<file path="src/logic/feeder_pkg.sv">
package feeder_pkg;

    // ##################################################################
    // widths
    localparam int XLEN       = 32;
    localparam int WORD_W     = 16;
    localparam int LINE_W     = 512;
    localparam int LINE_WORDS = LINE_W / WORD_W;
    localparam int WIDX_W     = $clog2(LINE_WORDS);
    localparam int LEN_W      = 15;
    localparam int ROUND_W    = 16;
    localparam int CMD_W      = 8;

    // ##################################################################
    // register map
    localparam logic [XLEN-1:0] CMD_ADDR       = 32'hC400_0000;
    localparam logic [XLEN-1:0] PARAM1_ADDR    = 32'hC400_0004;
    localparam logic [XLEN-1:0] PARAM2_ADDR    = 32'hC400_0008;
    localparam logic [XLEN-1:0] RET_ADDR       = 32'hC400_0010;
    localparam logic [XLEN-1:0] BUSY_ADDR      = 32'hC400_0020;
    localparam logic [XLEN-1:0] RD_ADDR_ADDR   = 32'hC400_2024;
    localparam logic [XLEN-1:0] RD_LEN_ADDR    = 32'hC400_2028;
    localparam logic [XLEN-1:0] XFER_ADDR      = 32'hC400_2030; // 1 to accel, 0 peek
    localparam logic [XLEN-1:0] SRAM_OFS_ADDR  = 32'hC400_2034;
    localparam logic [XLEN-1:0] DATA_TYPE_ADDR = 32'hC400_2038; // 0 input, 1 weight
    localparam logic [XLEN-1:0] SW_DATA_ADDR   = 32'hC400_205C;
    localparam logic [XLEN-1:0] RD_OFFSET_ADDR = 32'hC400_2070;
    localparam logic [XLEN-1:0] RD_ROUNDS_ADDR = 32'hC400_2074;

    localparam logic [CMD_W-1:0] CMD_LOAD_INPUT  = 8'd9;
    localparam logic [CMD_W-1:0] CMD_LOAD_WEIGHT = 8'd10;

    // ##################################################################
    // structs
    typedef struct packed {
        logic            strobe;
        logic [XLEN-1:0] addr;
        logic            rw;    // 1 write, 0 read
        logic [XLEN-1:0] data;
    } bus_req_t;

    typedef struct packed {
        logic            ready;
        logic [XLEN-1:0] data;
    } bus_rsp_t;

    typedef struct packed {
        logic              valid;
        logic [CMD_W-1:0]  cmd;
        logic [WORD_W-1:0] param1;  // data word
        logic [WORD_W-1:0] param2;  // sram index
    } accel_cmd_t;

    typedef struct packed {
        logic              busy;
        logic              ret_valid;
        logic [WORD_W-1:0] ret_data;
    } accel_rsp_t;

    typedef struct packed {
        logic            valid;
        logic [XLEN-1:0] addr;  // byte address
        logic            rw;    // 0 read
    } dram_req_t;

    typedef struct packed {
        logic [XLEN-1:0]    base;
        logic [LEN_W-1:0]   len;     // words per round
        logic [XLEN-1:0]    offset;  // bytes between rounds
        logic [ROUND_W-1:0] rounds;
    } read_cfg_t;

    // halves swapped low/high, pairs top down, even word in the low half of a pair
    function automatic logic [WORD_W-1:0] word_of_line(input logic [LINE_W-1:0] line,
                                                       input logic [WIDX_W-1:0] k);
        int j;
        int lo;
        j  = int'(k) % (LINE_WORDS / 2);
        lo = WORD_W * (LINE_WORDS / 2 - 2 - (j - j % 2) + j % 2);
        if (int'(k) >= LINE_WORDS / 2) begin
            lo = lo + LINE_W / 2;
        end
        return line[lo +: WORD_W];
    endfunction

endpackage

</file>
<file path="src/logic/data_feeder.sv">
`timescale 1ns/1ps

module data_feeder (
    input  logic                          clk_i,
    input  logic                          rst_i,
    input  feeder_pkg::bus_req_t          bus_req_i,
    input  feeder_pkg::accel_rsp_t        accel_rsp_i,
    input  logic                          fifo_addr_full_i,
    input  logic                          dram_rw_full_i,
    input  logic                          fifo_data_empty_i,
    input  logic [feeder_pkg::LINE_W-1:0] dram_read_data_i,  // h and l halves joined
    output feeder_pkg::bus_rsp_t          bus_rsp_o,
    output feeder_pkg::accel_cmd_t        accel_cmd_o,
    output feeder_pkg::dram_req_t         dram_req_o,
    output logic                          fifo_data_rd_en_o
);
    import feeder_pkg::*;

    read_cfg_t         cfg;
    logic              start;
    logic              to_accel;
    logic              data_type;
    logic              sram_clear;
    logic              req_busy;
    logic              feed_busy;
    logic              engines_busy;
    logic [WORD_W-1:0] sw_word;
    accel_cmd_t        direct_cmd;
    accel_cmd_t        stream_cmd;

    assign engines_busy = req_busy || feed_busy;

    feeder_regs feeder_regs_inst (
        .clk_i          (clk_i),
        .rst_i          (rst_i),
        .bus_req_i      (bus_req_i),
        .accel_rsp_i    (accel_rsp_i),
        .engines_busy_i (engines_busy),
        .sw_word_i      (sw_word),
        .bus_rsp_o      (bus_rsp_o),
        .cfg_o          (cfg),
        .start_o        (start),
        .to_accel_o     (to_accel),
        .data_type_o    (data_type),
        .sram_clear_o   (sram_clear),
        .direct_cmd_o   (direct_cmd)
    );

    dram_read_requester dram_read_requester_inst (
        .clk_i            (clk_i),
        .rst_i            (rst_i),
        .start_i          (start),
        .cfg_i            (cfg),
        .fifo_addr_full_i (fifo_addr_full_i),
        .dram_rw_full_i   (dram_rw_full_i),
        .dram_req_o       (dram_req_o),
        .busy_o           (req_busy)
    );

    line_feeder line_feeder_inst (
        .clk_i             (clk_i),
        .rst_i             (rst_i),
        .start_i           (start),
        .to_accel_i        (to_accel),
        .data_type_i       (data_type),
        .sram_clear_i      (sram_clear),
        .cfg_i             (cfg),
        .fifo_data_empty_i (fifo_data_empty_i),
        .dram_read_data_i  (dram_read_data_i),
        .fifo_data_rd_en_o (fifo_data_rd_en_o),
        .stream_cmd_o      (stream_cmd),
        .sw_word_o         (sw_word),
        .busy_o            (feed_busy)
    );

    // direct commands only come while idle, so the two never overlap
    assign accel_cmd_o = stream_cmd.valid ? stream_cmd : direct_cmd;

endmodule

</file>
<file path="src/logic/dram_read_requester.sv">
`timescale 1ns/1ps

module dram_read_requester (
    input  logic                  clk_i,
    input  logic                  rst_i,
    input  logic                  start_i,
    input  feeder_pkg::read_cfg_t cfg_i,
    input  logic                  fifo_addr_full_i,
    input  logic                  dram_rw_full_i,
    output feeder_pkg::dram_req_t dram_req_o,
    output logic                  busy_o
);
    import feeder_pkg::*;

    typedef enum logic [1:0] {
        IDLE_S,
        WAIT_FIFO_S,
        SEND_S,
        NEXT_ROUND_S
    } state_t;

    state_t             state_q;
    state_t             state_d;
    logic [XLEN-1:0]    addr_q;
    logic [XLEN-1:0]    base_q;     // start of current round
    logic [LEN_W-1:0]   req_cnt_q;  // words requested this round
    logic [ROUND_W-1:0] round_q;
    logic [6:0]         step;
    logic [LEN_W-1:0]   cnt_next;
    logic               last_round;

    assign step       = 7'd64 - {1'b0, addr_q[5:0]};  // bytes to next line
    assign cnt_next   = req_cnt_q + LEN_W'(step[6:1]);
    assign last_round = (round_q + ROUND_W'(1)) >= cfg_i.rounds;

    always_comb begin
        state_d = state_q;
        case (state_q)
            IDLE_S:       if (start_i) state_d = WAIT_FIFO_S;
            WAIT_FIFO_S:  if (!fifo_addr_full_i && !dram_rw_full_i) state_d = SEND_S;
            SEND_S:       state_d = (cnt_next >= cfg_i.len) ? NEXT_ROUND_S : WAIT_FIFO_S;
            NEXT_ROUND_S: state_d = last_round ? IDLE_S : WAIT_FIFO_S;
            default:      state_d = IDLE_S;
        endcase
    end

    always_ff @(posedge clk_i) begin
        if (rst_i) begin
            state_q <= IDLE_S;
        end else begin
            state_q <= state_d;
        end
    end

    always_ff @(posedge clk_i) begin
        if (rst_i) begin
            addr_q    <= '0;
            base_q    <= '0;
            req_cnt_q <= '0;
            round_q   <= '0;
        end else begin
            case (state_q)
                IDLE_S: begin
                    if (start_i) begin
                        addr_q    <= cfg_i.base;
                        base_q    <= cfg_i.base;
                        req_cnt_q <= '0;
                        round_q   <= '0;
                    end
                end
                SEND_S: begin
                    addr_q    <= addr_q + XLEN'(step);
                    req_cnt_q <= cnt_next;
                end
                NEXT_ROUND_S: begin
                    addr_q    <= base_q + cfg_i.offset;
                    base_q    <= base_q + cfg_i.offset;
                    req_cnt_q <= '0;
                    round_q   <= round_q + ROUND_W'(1);
                end
                default: ;
            endcase
        end
    end

    assign dram_req_o = '{valid: (state_q == SEND_S), addr: addr_q, rw: 1'b0};
    assign busy_o     = (state_q != IDLE_S);

endmodule

</file>
<file path="src/logic/feeder_regs.sv">
`timescale 1ns/1ps

module feeder_regs (
    input  logic                          clk_i,
    input  logic                          rst_i,
    input  feeder_pkg::bus_req_t          bus_req_i,
    input  feeder_pkg::accel_rsp_t        accel_rsp_i,
    input  logic                          engines_busy_i,
    input  logic [feeder_pkg::WORD_W-1:0] sw_word_i,
    output feeder_pkg::bus_rsp_t          bus_rsp_o,
    output feeder_pkg::read_cfg_t         cfg_o,
    output logic                          start_o,
    output logic                          to_accel_o,
    output logic                          data_type_o,
    output logic                          sram_clear_o,
    output feeder_pkg::accel_cmd_t        direct_cmd_o
);
    import feeder_pkg::*;

    logic              wr_en;
    logic              rd_en;
    logic              cmd_wr;
    logic              strobe_q;  // strobe seen on the last edge
    logic              ready_q;
    logic [XLEN-1:0]   rdata_q;
    logic [WORD_W-1:0] ret_q;   // last accelerator result

    assign wr_en  = bus_req_i.strobe && bus_req_i.rw;
    assign rd_en  = bus_req_i.strobe && !bus_req_i.rw;
    assign cmd_wr = wr_en && (bus_req_i.addr == CMD_ADDR);

    // both engines see the start on the write edge itself
    assign start_o      = wr_en && (bus_req_i.addr == XFER_ADDR);
    assign sram_clear_o = wr_en && (bus_req_i.addr == SRAM_OFS_ADDR);

    always_ff @(posedge clk_i) begin
        if (rst_i) begin
            cfg_o.base   <= '0;
            cfg_o.len    <= '0;
            cfg_o.offset <= '0;
            cfg_o.rounds <= ROUND_W'(1);
            to_accel_o   <= 1'b0;
            data_type_o  <= 1'b0;
        end else if (wr_en) begin
            case (bus_req_i.addr)
                RD_ADDR_ADDR:   cfg_o.base   <= bus_req_i.data;
                RD_LEN_ADDR:    cfg_o.len    <= bus_req_i.data[LEN_W-1:0];
                RD_OFFSET_ADDR: cfg_o.offset <= bus_req_i.data;
                RD_ROUNDS_ADDR: cfg_o.rounds <= bus_req_i.data[ROUND_W-1:0];
                XFER_ADDR:      to_accel_o   <= bus_req_i.data[0];  // mode rides with start
                DATA_TYPE_ADDR: data_type_o  <= bus_req_i.data[0];
                default: ;
            endcase
        end
    end

    // direct command, params stay latched between commands
    always_ff @(posedge clk_i) begin
        if (rst_i) begin
            direct_cmd_o.valid <= 1'b0;
        end else begin
            direct_cmd_o.valid <= cmd_wr;
        end
        if (wr_en) begin
            case (bus_req_i.addr)
                CMD_ADDR:    direct_cmd_o.cmd    <= bus_req_i.data[CMD_W-1:0];
                PARAM1_ADDR: direct_cmd_o.param1 <= bus_req_i.data[WORD_W-1:0];
                PARAM2_ADDR: direct_cmd_o.param2 <= bus_req_i.data[WORD_W-1:0];
                default: ;
            endcase
        end
    end

    always_ff @(posedge clk_i) begin
        if (accel_rsp_i.ret_valid) begin
            ret_q <= accel_rsp_i.ret_data;
        end
    end

    // ##################################################################
    // read-back and ready
    always_ff @(posedge clk_i) begin
        if (rst_i) begin
            rdata_q <= '0;
        end else if (rd_en) begin
            case (bus_req_i.addr)
                BUSY_ADDR:    rdata_q <= XLEN'(accel_rsp_i.busy || engines_busy_i);
                RET_ADDR:     rdata_q <= XLEN'(ret_q);
                SW_DATA_ADDR: rdata_q <= XLEN'(sw_word_i);
                default:      rdata_q <= '0;
            endcase
        end
    end

    always_ff @(posedge clk_i) begin
        if (rst_i) begin
            strobe_q <= 1'b0;
            ready_q  <= 1'b0;
        end else begin
            strobe_q <= bus_req_i.strobe;
            ready_q  <= strobe_q;  // one cycle per strobe, one edge late
        end
    end

    assign bus_rsp_o = '{ready: ready_q, data: rdata_q};

endmodule

</file>
<file path="src/logic/line_feeder.sv">
`timescale 1ns/1ps

module line_feeder (
    input  logic                          clk_i,
    input  logic                          rst_i,
    input  logic                          start_i,
    input  logic                          to_accel_i,
    input  logic                          data_type_i,
    input  logic                          sram_clear_i,
    input  feeder_pkg::read_cfg_t         cfg_i,
    input  logic                          fifo_data_empty_i,
    input  logic [feeder_pkg::LINE_W-1:0] dram_read_data_i,
    output logic                          fifo_data_rd_en_o,
    output feeder_pkg::accel_cmd_t        stream_cmd_o,
    output logic [feeder_pkg::WORD_W-1:0] sw_word_o,
    output logic                          busy_o
);
    import feeder_pkg::*;

    typedef enum logic [2:0] {
        IDLE_S,
        WAIT_DATA_S,
        FEED_S,
        POP_S,
        PEEK_S,
        NEXT_ROUND_S
    } state_t;

    state_t             state_q;
    state_t             state_d;
    logic [LINE_W-1:0]  line_q;
    logic [XLEN-1:0]    addr_q;   // running byte address
    logic [XLEN-1:0]    base_q;
    logic [LEN_W-1:0]   sent_q;   // words sent this round
    logic [LEN_W-1:0]   index_q;  // accelerator sram index
    logic [ROUND_W-1:0] round_q;
    logic [WORD_W-1:0]  cur_word;
    logic               line_end;
    logic               round_end;
    logic               last_round;

    assign cur_word   = word_of_line(line_q, addr_q[WIDX_W:1]);
    assign line_end   = (addr_q[5:0] == 6'd62);
    assign round_end  = (sent_q == cfg_i.len - LEN_W'(1));
    assign last_round = (round_q + ROUND_W'(1)) >= cfg_i.rounds;

    // ##################################################################
    // sequencer
    always_comb begin
        state_d = state_q;
        case (state_q)
            IDLE_S: if (start_i) state_d = WAIT_DATA_S;
            WAIT_DATA_S: begin
                if (!fifo_data_empty_i) begin
                    state_d = to_accel_i ? FEED_S : PEEK_S;
                end
            end
            FEED_S:       if (round_end || line_end) state_d = POP_S;
            POP_S:        state_d = (sent_q == cfg_i.len) ? NEXT_ROUND_S : WAIT_DATA_S;
            PEEK_S:       state_d = IDLE_S;  // single word only
            NEXT_ROUND_S: state_d = last_round ? IDLE_S : WAIT_DATA_S;
            default:      state_d = IDLE_S;
        endcase
    end

    always_ff @(posedge clk_i) begin
        if (rst_i) begin
            state_q <= IDLE_S;
        end else begin
            state_q <= state_d;
        end
    end

    always_ff @(posedge clk_i) begin
        if (rst_i) begin
            addr_q  <= '0;
            base_q  <= '0;
            sent_q  <= '0;
            round_q <= '0;
        end else begin
            case (state_q)
                IDLE_S: begin
                    if (start_i) begin
                        addr_q  <= cfg_i.base;
                        base_q  <= cfg_i.base;
                        sent_q  <= '0;
                        round_q <= '0;
                    end
                end
                FEED_S: begin
                    addr_q <= addr_q + XLEN'(2);
                    sent_q <= sent_q + LEN_W'(1);
                end
                NEXT_ROUND_S: begin
                    addr_q  <= base_q + cfg_i.offset;
                    base_q  <= base_q + cfg_i.offset;
                    sent_q  <= '0;
                    round_q <= round_q + ROUND_W'(1);
                end
                default: ;
            endcase
        end
    end

    // index survives transfers, only SRAM_OFS clears it
    always_ff @(posedge clk_i) begin
        if (rst_i || sram_clear_i) begin
            index_q <= '0;
        end else if (state_q == FEED_S) begin
            index_q <= index_q + LEN_W'(1);
        end
    end

    // ##################################################################
    // line capture and peek
    always_ff @(posedge clk_i) begin
        if (!fifo_data_empty_i) begin
            line_q <= dram_read_data_i;  // follows fifo head
        end
    end

    always_ff @(posedge clk_i) begin
        if (rst_i) begin
            sw_word_o <= '0;
        end else if (state_q == PEEK_S) begin
            sw_word_o <= cur_word;
        end
    end

    always_comb begin
        stream_cmd_o.valid  = (state_q == FEED_S);
        stream_cmd_o.cmd    = data_type_i ? CMD_LOAD_WEIGHT : CMD_LOAD_INPUT;
        stream_cmd_o.param1 = cur_word;
        stream_cmd_o.param2 = WORD_W'(index_q);
    end

    assign fifo_data_rd_en_o = (state_q == POP_S) || (state_q == PEEK_S);
    assign busy_o            = (state_q != IDLE_S);

endmodule

</file>
<file path="config.mk">
export PLATFORM = sky130hd
export DESIGN_NAME = data_feeder
export DESIGN_NICKNAME = d
export VERILOG_FILES = /design/src/logic/feeder_pkg.sv /design/src/logic/data_feeder.sv /design/src/logic/dram_read_requester.sv /design/src/logic/feeder_regs.sv /design/src/logic/line_feeder.sv
export SDC_FILE = /design/constraint.sdc
export NUM_CORES = 2
export LEC_CHECK = 0
export ABC_AREA = 1
export BUFFER_PORTS_ARGS = -buffer_cell sky130_fd_sc_hd__buf_2
export CORE_MARGIN = 1.5
export CORE_UTILIZATION = 40
export CTS_CLUSTER_DIAMETER = 60
export DETAILED_ROUTE_END_ITERATION = 7
export GPL_ROUTABILITY_DRIVEN = 0
export HOLD_SLACK_MARGIN = 0.05
export PLACE_DENSITY = 0.6
export SYNTH_ARGS = -nofsm -noshare
export SYNTH_HDL_FRONTEND = slang
export SYNTH_SLANG_ARGS = --single-unit
</file>
<file path="constraint.sdc">
create_clock -name clk_i -period 31.2 [get_ports clk_i]
set_clock_uncertainty 0.05 [all_clocks]
set_input_delay 3.12 -clock clk_i [delete_from_list [all_inputs] [get_ports clk_i]]
set_output_delay 3.12 -clock clk_i [all_outputs]
set_load 0.005 [all_outputs]
</file>
## Word level (Yosys, flattened, before mapping)

Index checks and enable logic that the tools add are counted.

| operators by class | value |
|---|---|
| shift-type cells | 1 |
| mux-type cells | 27 |
| multipliers | 0 |
| $lt $le $gt $ge | 4 |
| reduce and logical (&&, ||, !) cells | 37 |
| add/sub/neg operators | 15 |
| bitwise gates (word level) | 0 |
| equality and inequality tests | 29 |
| div/mod/pow operators | 0 |

Operators with widths:

| cell | number |
|---|---|
| indexed part select 512 x 32 -> 16 bit | 1 |
| == test 32 bit, second input constant | 13 |
| case mux 32 bit (3 select lines) | 2 |
| case mux 32 bit (2 select lines) | 2 |
| case mux 15 bit (3 select lines) | 2 |
| adder 32 bit | 2 |
| 2-to-1 mux 32 bit | 2 |
| case mux 16 bit (2 select lines) | 2 |
| case mux 16 bit (3 select lines) | 1 |
| 2-to-1 mux 41 bit | 1 |
| adder 16 x 1 -> 16 bit, second input constant | 2 |
| adder 32 x 10 -> 32 bit, second input constant | 1 |
| adder 32 x 2 -> 32 bit, second input constant | 1 |
| adder 32 x 7 -> 32 bit | 1 |
| greater-or-equal comparator 16 bit | 2 |
| adder 15 x 1 -> 15 bit, second input constant | 2 |
| == test 15 bit | 2 |
| adder 28 x 2 -> 28 bit | 1 |
| AND reduction 2 bit | 14 |
| subtractor 5 x 28 -> 28 bit, first input constant | 1 |
| 2-to-1 mux 16 bit | 1 |
| adder 15 x 6 -> 15 bit | 1 |
| greater-or-equal comparator 15 bit | 1 |
| 2-to-1 mux 15 bit | 1 |
| other kinds (25) | 54 |

| word-level totals | value |
|---|---|
| input bits | 601 |
| memory bits (read-only) | 0 |
| output and inout port bits | 109 |
| latch bits | 0 |
| flip-flop bits (word level) | 926 |
| RAM bits | 0 |
| word-level logic and storage cells | 140 |
| memories | 0 |

## Depth between registers and ports, before layout

| logic depth | value |
|---|---|
| word-level depth | 7 |
| mapped depth | 24 |
| gate-level depth less buffers | 24 |

## Cells and area by module

Synthesis repeated with hierarchy kept, for this count alone.

| second synthesis, totals | value |
|---|---|
| cell total of the unflattened synthesis | 4,603 |
| area total of the unflattened synthesis | 41,210.8 µm² |

Modules (own cells, without submodules):

| module | cells each | seq. area each (µm²) | area each (µm²) | times used |
|---|---|---|---|---|
| line_feeder | 2,263 | 16,916.2 | 25,025.3 | 1 |
| dram_read_requester | 1,462 | 1,941.9 | 8,883.5 | 1 |
| feeder_regs | 746 | 4,003.8 | 6,685.2 | 1 |
| data_feeder | 132 | 0.0 | 616.8 | 1 |

## Worst setup path before layout

No wires, ideal clock.

| path | value |
|---|---|
| path type | input port to flip-flop |
| start point | in fifo_data_empty_i |
| end point | reg line_feeder_inst.line_q[0] (enable) |
| library setup time | 0.856 ns |
| path slack | 17.327 ns |
| data required time | 30.294 ns |
| path buffers | 0 |
| stages | 1 |
| arrival time | 12.967 ns |
| cell sequence | inv_1 |

RTL lines:

| item | line | text |
|---|---|---|
| start, declared | data_feeder.sv:10 | `input logic fifo_data_empty_i,` |
| end signal, assigned | line_feeder.sv:118 | `line_q <= dram_read_data_i;` |
| end, declared | line_feeder.sv:31 | `logic [LINE_W-1:0] line_q;` |

No word-level cell between the ends.

==> qor.csv <==
stage,metric,value,unit
run_status,outcome,finished clean,
grt,vias in the first global route,33100,
drt,Detailed Route Iter0 Violations,3349,
timing,Sum Neg Setup Slack,0,ns
floorplan,Vert. Die Dim,323,microns
synthesis,count of mapped cells out of synthesis,4569,
placement,Port-buffer cells,692,
worst_setup_path,most prevalent standard cell on the critical path,sky130_fd_sc_hd__nand2_1,
cells_and_area,fraction of final layout cells with drive strength greater than 1,18.1,%
worst_setup_path,Crit Path Category,reg -> out,
worst_setup_path,family with the most delay on the worst path,buffers and inverters,
clock_network,CTS root buf,sky130_fd_sc_hd__clkbuf_16,
drt,antenna-violating nets left,0,
clock_network,post-CTS setup buffers,0,
placement,post-detailed-placement half-perimeter wirelength,104000,microns
worst_setup_path,kind of end point of the critical path,output pin,
timing,RSZ-0062 raised after global routing,false,
clock_network,number of CTS-inserted buffers,98,
clock_network,clock tree from TritonCTS,yes,
clock_network,number of gates resized after CTS,0,
pwr,peak ir drop on the vdd network,0.0488,mV
synthesis,async set or reset register ratio after synthesis,0,%
floorplan,FP Rows,117,
timing,Final Critical Period,8.23,ns
worst_setup_path,critical path's slowest cell,sky130_fd_sc_hd__inv_6,
worst_setup_path,endpoint required time on the critical path,28.03,ns
cells_and_area,FILL cells,9790,
clock_network,maximum count of clock buffers along a single path,3,
timing,Slew Limit Headroom,7.78,%
drt,overall routed net length,141000,microns
grt,first-pass GRT wire length,206000,microns
timing,slew of the pin with the lowest slew margin,1.38,ns
synthesis,average cell area after synthesis,8.98,sq um
grt,largest net degree at the start of global routing,202,
synthesis,Post-synth EDFFs,568,
synthesis,sequential share of the synthesized area,55.7,%
grt,GRT Util Overall,26.5,%
pwr,Pleak,20.3,nW
drt,Wirelength per Cell,21.2,microns
cells_and_area,final net count,5889,
timing,highest achievable clock rate,0.122,GHz
synthesis,biggest area contributors in the synthesized netlist,"sky130_fd_sc_hd__edfxtp_1 (42%), sky130_fd_sc_hd__dfxtp_1 (14%), sky130_fd_sc_hd__nand2_1 (7.3%), sky130_fd_sc_hd__nor2_1 (6.2%), sky130_fd_sc_hd__o21ai_0 (5.3%)",
cells_and_area,Synth-to-Final Area Change,19.4,%
drt,total number of vias,34900,
pwr,total power density per cell area,52.6,mW/mm^2
drt,remaining routing DRC violations,0,
clock_network,clock-pin slew on the worst setup and hold paths,0.06,ns
synthesis,Synth cell types,50,
drt,Via density,5.24,
worst_setup_path,"Max FO, Critical Path",125,
synthesis,most used flip-flop cell after synthesis,sky130_fd_sc_hd__edfxtp_1,
clock_network,number of sinks driven by the clock tree,858,
synthesis,register bit total from synthesis,858,
worst_setup_path,arrival time reported for the critical path endpoint,5.06,ns
synthesis,count of yosys warnings during synthesis,0,
drt,DR pass1 iterations,7,
worst_setup_path,"Buf+Inv Stages, Crit Path",4,
worst_setup_path,startpoint class of the critical path,flop,
grt,global route total overflow,0,
timing,setup violators final,0,
synthesis,Synth top area share,41.6,%
floorplan,Die ar.,0.104,sq mm
worst_setup_path,crit path cell chain,inv_6 > buf_4 > buf_4 > o21ai_0 > o211ai_1 > nand3_1 > nand2_1 > o21ai_0 > nor2_1 > nand2_1 > nand2_1 > buf_2,
synthesis,cell taking the most area after synthesis,sky130_fd_sc_hd__edfxtp_1,
clock_network,Post-CTS Hold Fix Bufs,0,
pwr,power after layout,0.00258,W
synthesis,area of the mapped netlist,0.0410,sq mm
floorplan,effective utilization at floorplan,40.3,%
floorplan,die width,323,microns
worst_setup_path,delay of the slowest cell on the worst path,0.76,ns
flow_run,max cap viols,0,
clock_network,H-Tree Level Count,3,
timing,Final Max Slew Viols,0,
floorplan,Floorplan Core Area,0.102,sq mm
grt,initial antenna violation count,44,
floorplan,I/O pin cnt,710,
clock_network,clock latency on the worst-skew pair,0.72,ns
worst_hold_path,Hold WC Path Type,reg -> reg,
timing,number of hold violations in the final report,0,
timing,fraction of the cycle the final worst path needs,26.4,%
## metrics by stage
stage               hold slack (ns)  setup slack (ns)  cells  util (%)  cell area (sq um)
floorplan                     0.338             17.33   4587         -              41100
global placement              0.403             23.77   6447      44.8              45600
detailed placement            0.404             23.72   6447      44.8              45600
CTS                           0.414             22.97   6631      48.1              48900
global route                  0.436             22.58   6654      48.1              48900
finish                        0.412             22.97   6657      48.1              49000
## synthesized netlist by cell type (4+ instances only)
cell type,n
sky130_fd_sc_hd__a21oi_1,266
sky130_fd_sc_hd__nor3_1,45
sky130_fd_sc_hd__nor2_2,5
sky130_fd_sc_hd__inv_1,388
sky130_fd_sc_hd__a31oi_1,13
sky130_fd_sc_hd__dfxtp_1,290
sky130_fd_sc_hd__nor2_1,682
sky130_fd_sc_hd__o21a_1,5
sky130_fd_sc_hd__o21ai_1,30
sky130_fd_sc_hd__edfxtp_1,568
sky130_fd_sc_hd__or2_2,16
sky130_fd_sc_hd__nor4_1,13
sky130_fd_sc_hd__nand4_1,49
sky130_fd_sc_hd__o211ai_1,130
sky130_fd_sc_hd__buf_2,43
sky130_fd_sc_hd__xnor2_1,18
sky130_fd_sc_hd__o221ai_1,6
sky130_fd_sc_hd__a211oi_1,52
sky130_fd_sc_hd__nand3b_1,12
sky130_fd_sc_hd__xor2_1,48
sky130_fd_sc_hd__clkbuf_1,159
sky130_fd_sc_hd__nand3_1,287
sky130_fd_sc_hd__nand2_1,796
sky130_fd_sc_hd__buf_4,23
sky130_fd_sc_hd__a211oi_2,28
sky130_fd_sc_hd__ha_1,106
sky130_fd_sc_hd__and2_1,4
sky130_fd_sc_hd__buf_1,10
sky130_fd_sc_hd__o21ai_0,438
## final cells by class
class | count | area, sq um | share of cell area, %
antenna | 26 | 65.1 | 0.133
clock buffer | 123 | 2590 | 5.29
clock inverter | 61 | 724 | 1.48
inverter | 394 | 1500 | 3.06
multi-input combinational | 3096 | 15700 | 32.1
sequential | 858 | 22900 | 46.7
tap | 1368 | 1710 | 3.50
timing repair buffer | 731 | 3790 | 7.74
## path summary, 6_finish.rpt
path                                      start                                  end  slack (ns)  cells past startpoint
max                  line_feeder_inst.addr_q[2]                      accel_cmd_o[16]       22.97                     12
min                feeder_regs_inst.rdata_q[12]         feeder_regs_inst.rdata_q[12]        0.41                      2
max reg2reg  dram_read_requester_inst.addr_q[0]  dram_read_requester_inst.state_q[1]       26.93                     20
min reg2reg        feeder_regs_inst.rdata_q[12]         feeder_regs_inst.rdata_q[12]        0.41                      2
## per-layer routing
| layer | up-vias | track usage, % | routed length [microns] | share of wire, % |
|---|---|---|---|---|
| met5 | - | 0 | 119 | 0.084 |
| li1 | 16900 | - | - | - |
| met2 | 1248 | 44.5 | 68200 | 48 |
| met4 | 16 | 9.98 | 4420 | 3.1 |
| met1 | 16500 | 34.2 | 59200 | 42 |
| met3 | 232 | 4.31 | 9290 | 6.6 |
## worst min-delay path, stage by stage, from the launching register on
cell and delay, ns:
sky130_fd_sc_hd__dfxtp_1 0.31, sky130_fd_sc_hd__nand2_1 0.06, sky130_fd_sc_hd__a21oi_1 0.05
## where the power goes
| group | internal [W] | switching [W] | leakage [nW] |
|---|---|---|---|
| Sequential | 0.00127 | 0.0000179 | 7.86 |
| Combinational | 0.0000390 | 0.0000702 | 10.8 |
| Clock | 0.000679 | 0.000497 | 1.58 |
| Total | 0.00199 | 0.000585 | 20.3 |
## cell families after synthesis
logic type      count (synthesis)  share of synthesized area (%)
compound gates                982                           13.8
xor+xnor                       66                           1.41
fa+ha+maj                     109                           3.38
buf+inv                       633                           6.20
flops                         858                           55.7
other cells                     1                        0.00914
simple gates                 1920                           19.4
## state kept, by name, indices dropped and copies added, names as in the netlist
register	cells
line_feeder_inst.sent_q	15
feeder_regs_inst.ret_q	16
feeder_regs_inst.ready_q	1
line_feeder_inst.round_q	16
dram_read_requester_inst.round_q	16
feeder_regs_inst.data_type_o	1
line_feeder_inst.state_q	3
dram_read_requester_inst.addr_q	32
feeder_regs_inst.to_accel_o	1
dram_read_requester_inst.state_q	2
line_feeder_inst.index_q	15
line_feeder_inst.line_q	512
line_feeder_inst.base_q	6
feeder_regs_inst.rdata_q	16
feeder_regs_inst.strobe_q	1
feeder_regs_inst.direct_cmd_o	41
dram_read_requester_inst.base_q	32
line_feeder_inst.addr_q	6
line_feeder_inst.sw_word_o	16
feeder_regs_inst.cfg_o	95
dram_read_requester_inst.req_cnt_q	15
## cell usage in the layout, fill, tap and decap left out, types with 5 or more instances in the layout
master	synthesis	routed
sky130_fd_sc_hd__a211oi_1	52	52
sky130_fd_sc_hd__a211oi_2	28	28
sky130_fd_sc_hd__a21oi_1	266	266
sky130_fd_sc_hd__a31oi_1	13	13
sky130_fd_sc_hd__buf_2	43	691
sky130_fd_sc_hd__buf_4	23	37
sky130_fd_sc_hd__bufinv_16	0	10
sky130_fd_sc_hd__clkbuf_1	159	22
sky130_fd_sc_hd__clkbuf_16	0	99
sky130_fd_sc_hd__clkinv_1	2	17
sky130_fd_sc_hd__clkinv_2	1	13
sky130_fd_sc_hd__clkinv_4	0	5
sky130_fd_sc_hd__clkinvlp_4	0	7
sky130_fd_sc_hd__conb_1	1	19
sky130_fd_sc_hd__dfxtp_1	290	286
sky130_fd_sc_hd__diode_2	0	26
sky130_fd_sc_hd__edfxtp_1	568	568
sky130_fd_sc_hd__ha_1	106	106
sky130_fd_sc_hd__inv_1	388	382
sky130_fd_sc_hd__inv_2	3	8
sky130_fd_sc_hd__nand2_1	796	796
sky130_fd_sc_hd__nand3_1	287	287
sky130_fd_sc_hd__nand3b_1	12	12
sky130_fd_sc_hd__nand4_1	49	49
sky130_fd_sc_hd__nor2_1	682	680
sky130_fd_sc_hd__nor2_2	5	6
sky130_fd_sc_hd__nor3_1	45	45
sky130_fd_sc_hd__nor4_1	13	12
sky130_fd_sc_hd__o211ai_1	130	130
sky130_fd_sc_hd__o21a_1	5	5
sky130_fd_sc_hd__o21ai_0	438	438
sky130_fd_sc_hd__o21ai_1	30	29
sky130_fd_sc_hd__o221ai_1	6	6
sky130_fd_sc_hd__or2_2	16	16
sky130_fd_sc_hd__xnor2_1	18	18
sky130_fd_sc_hd__xor2_1	48	48
Power figures use the tool's default switching activity.
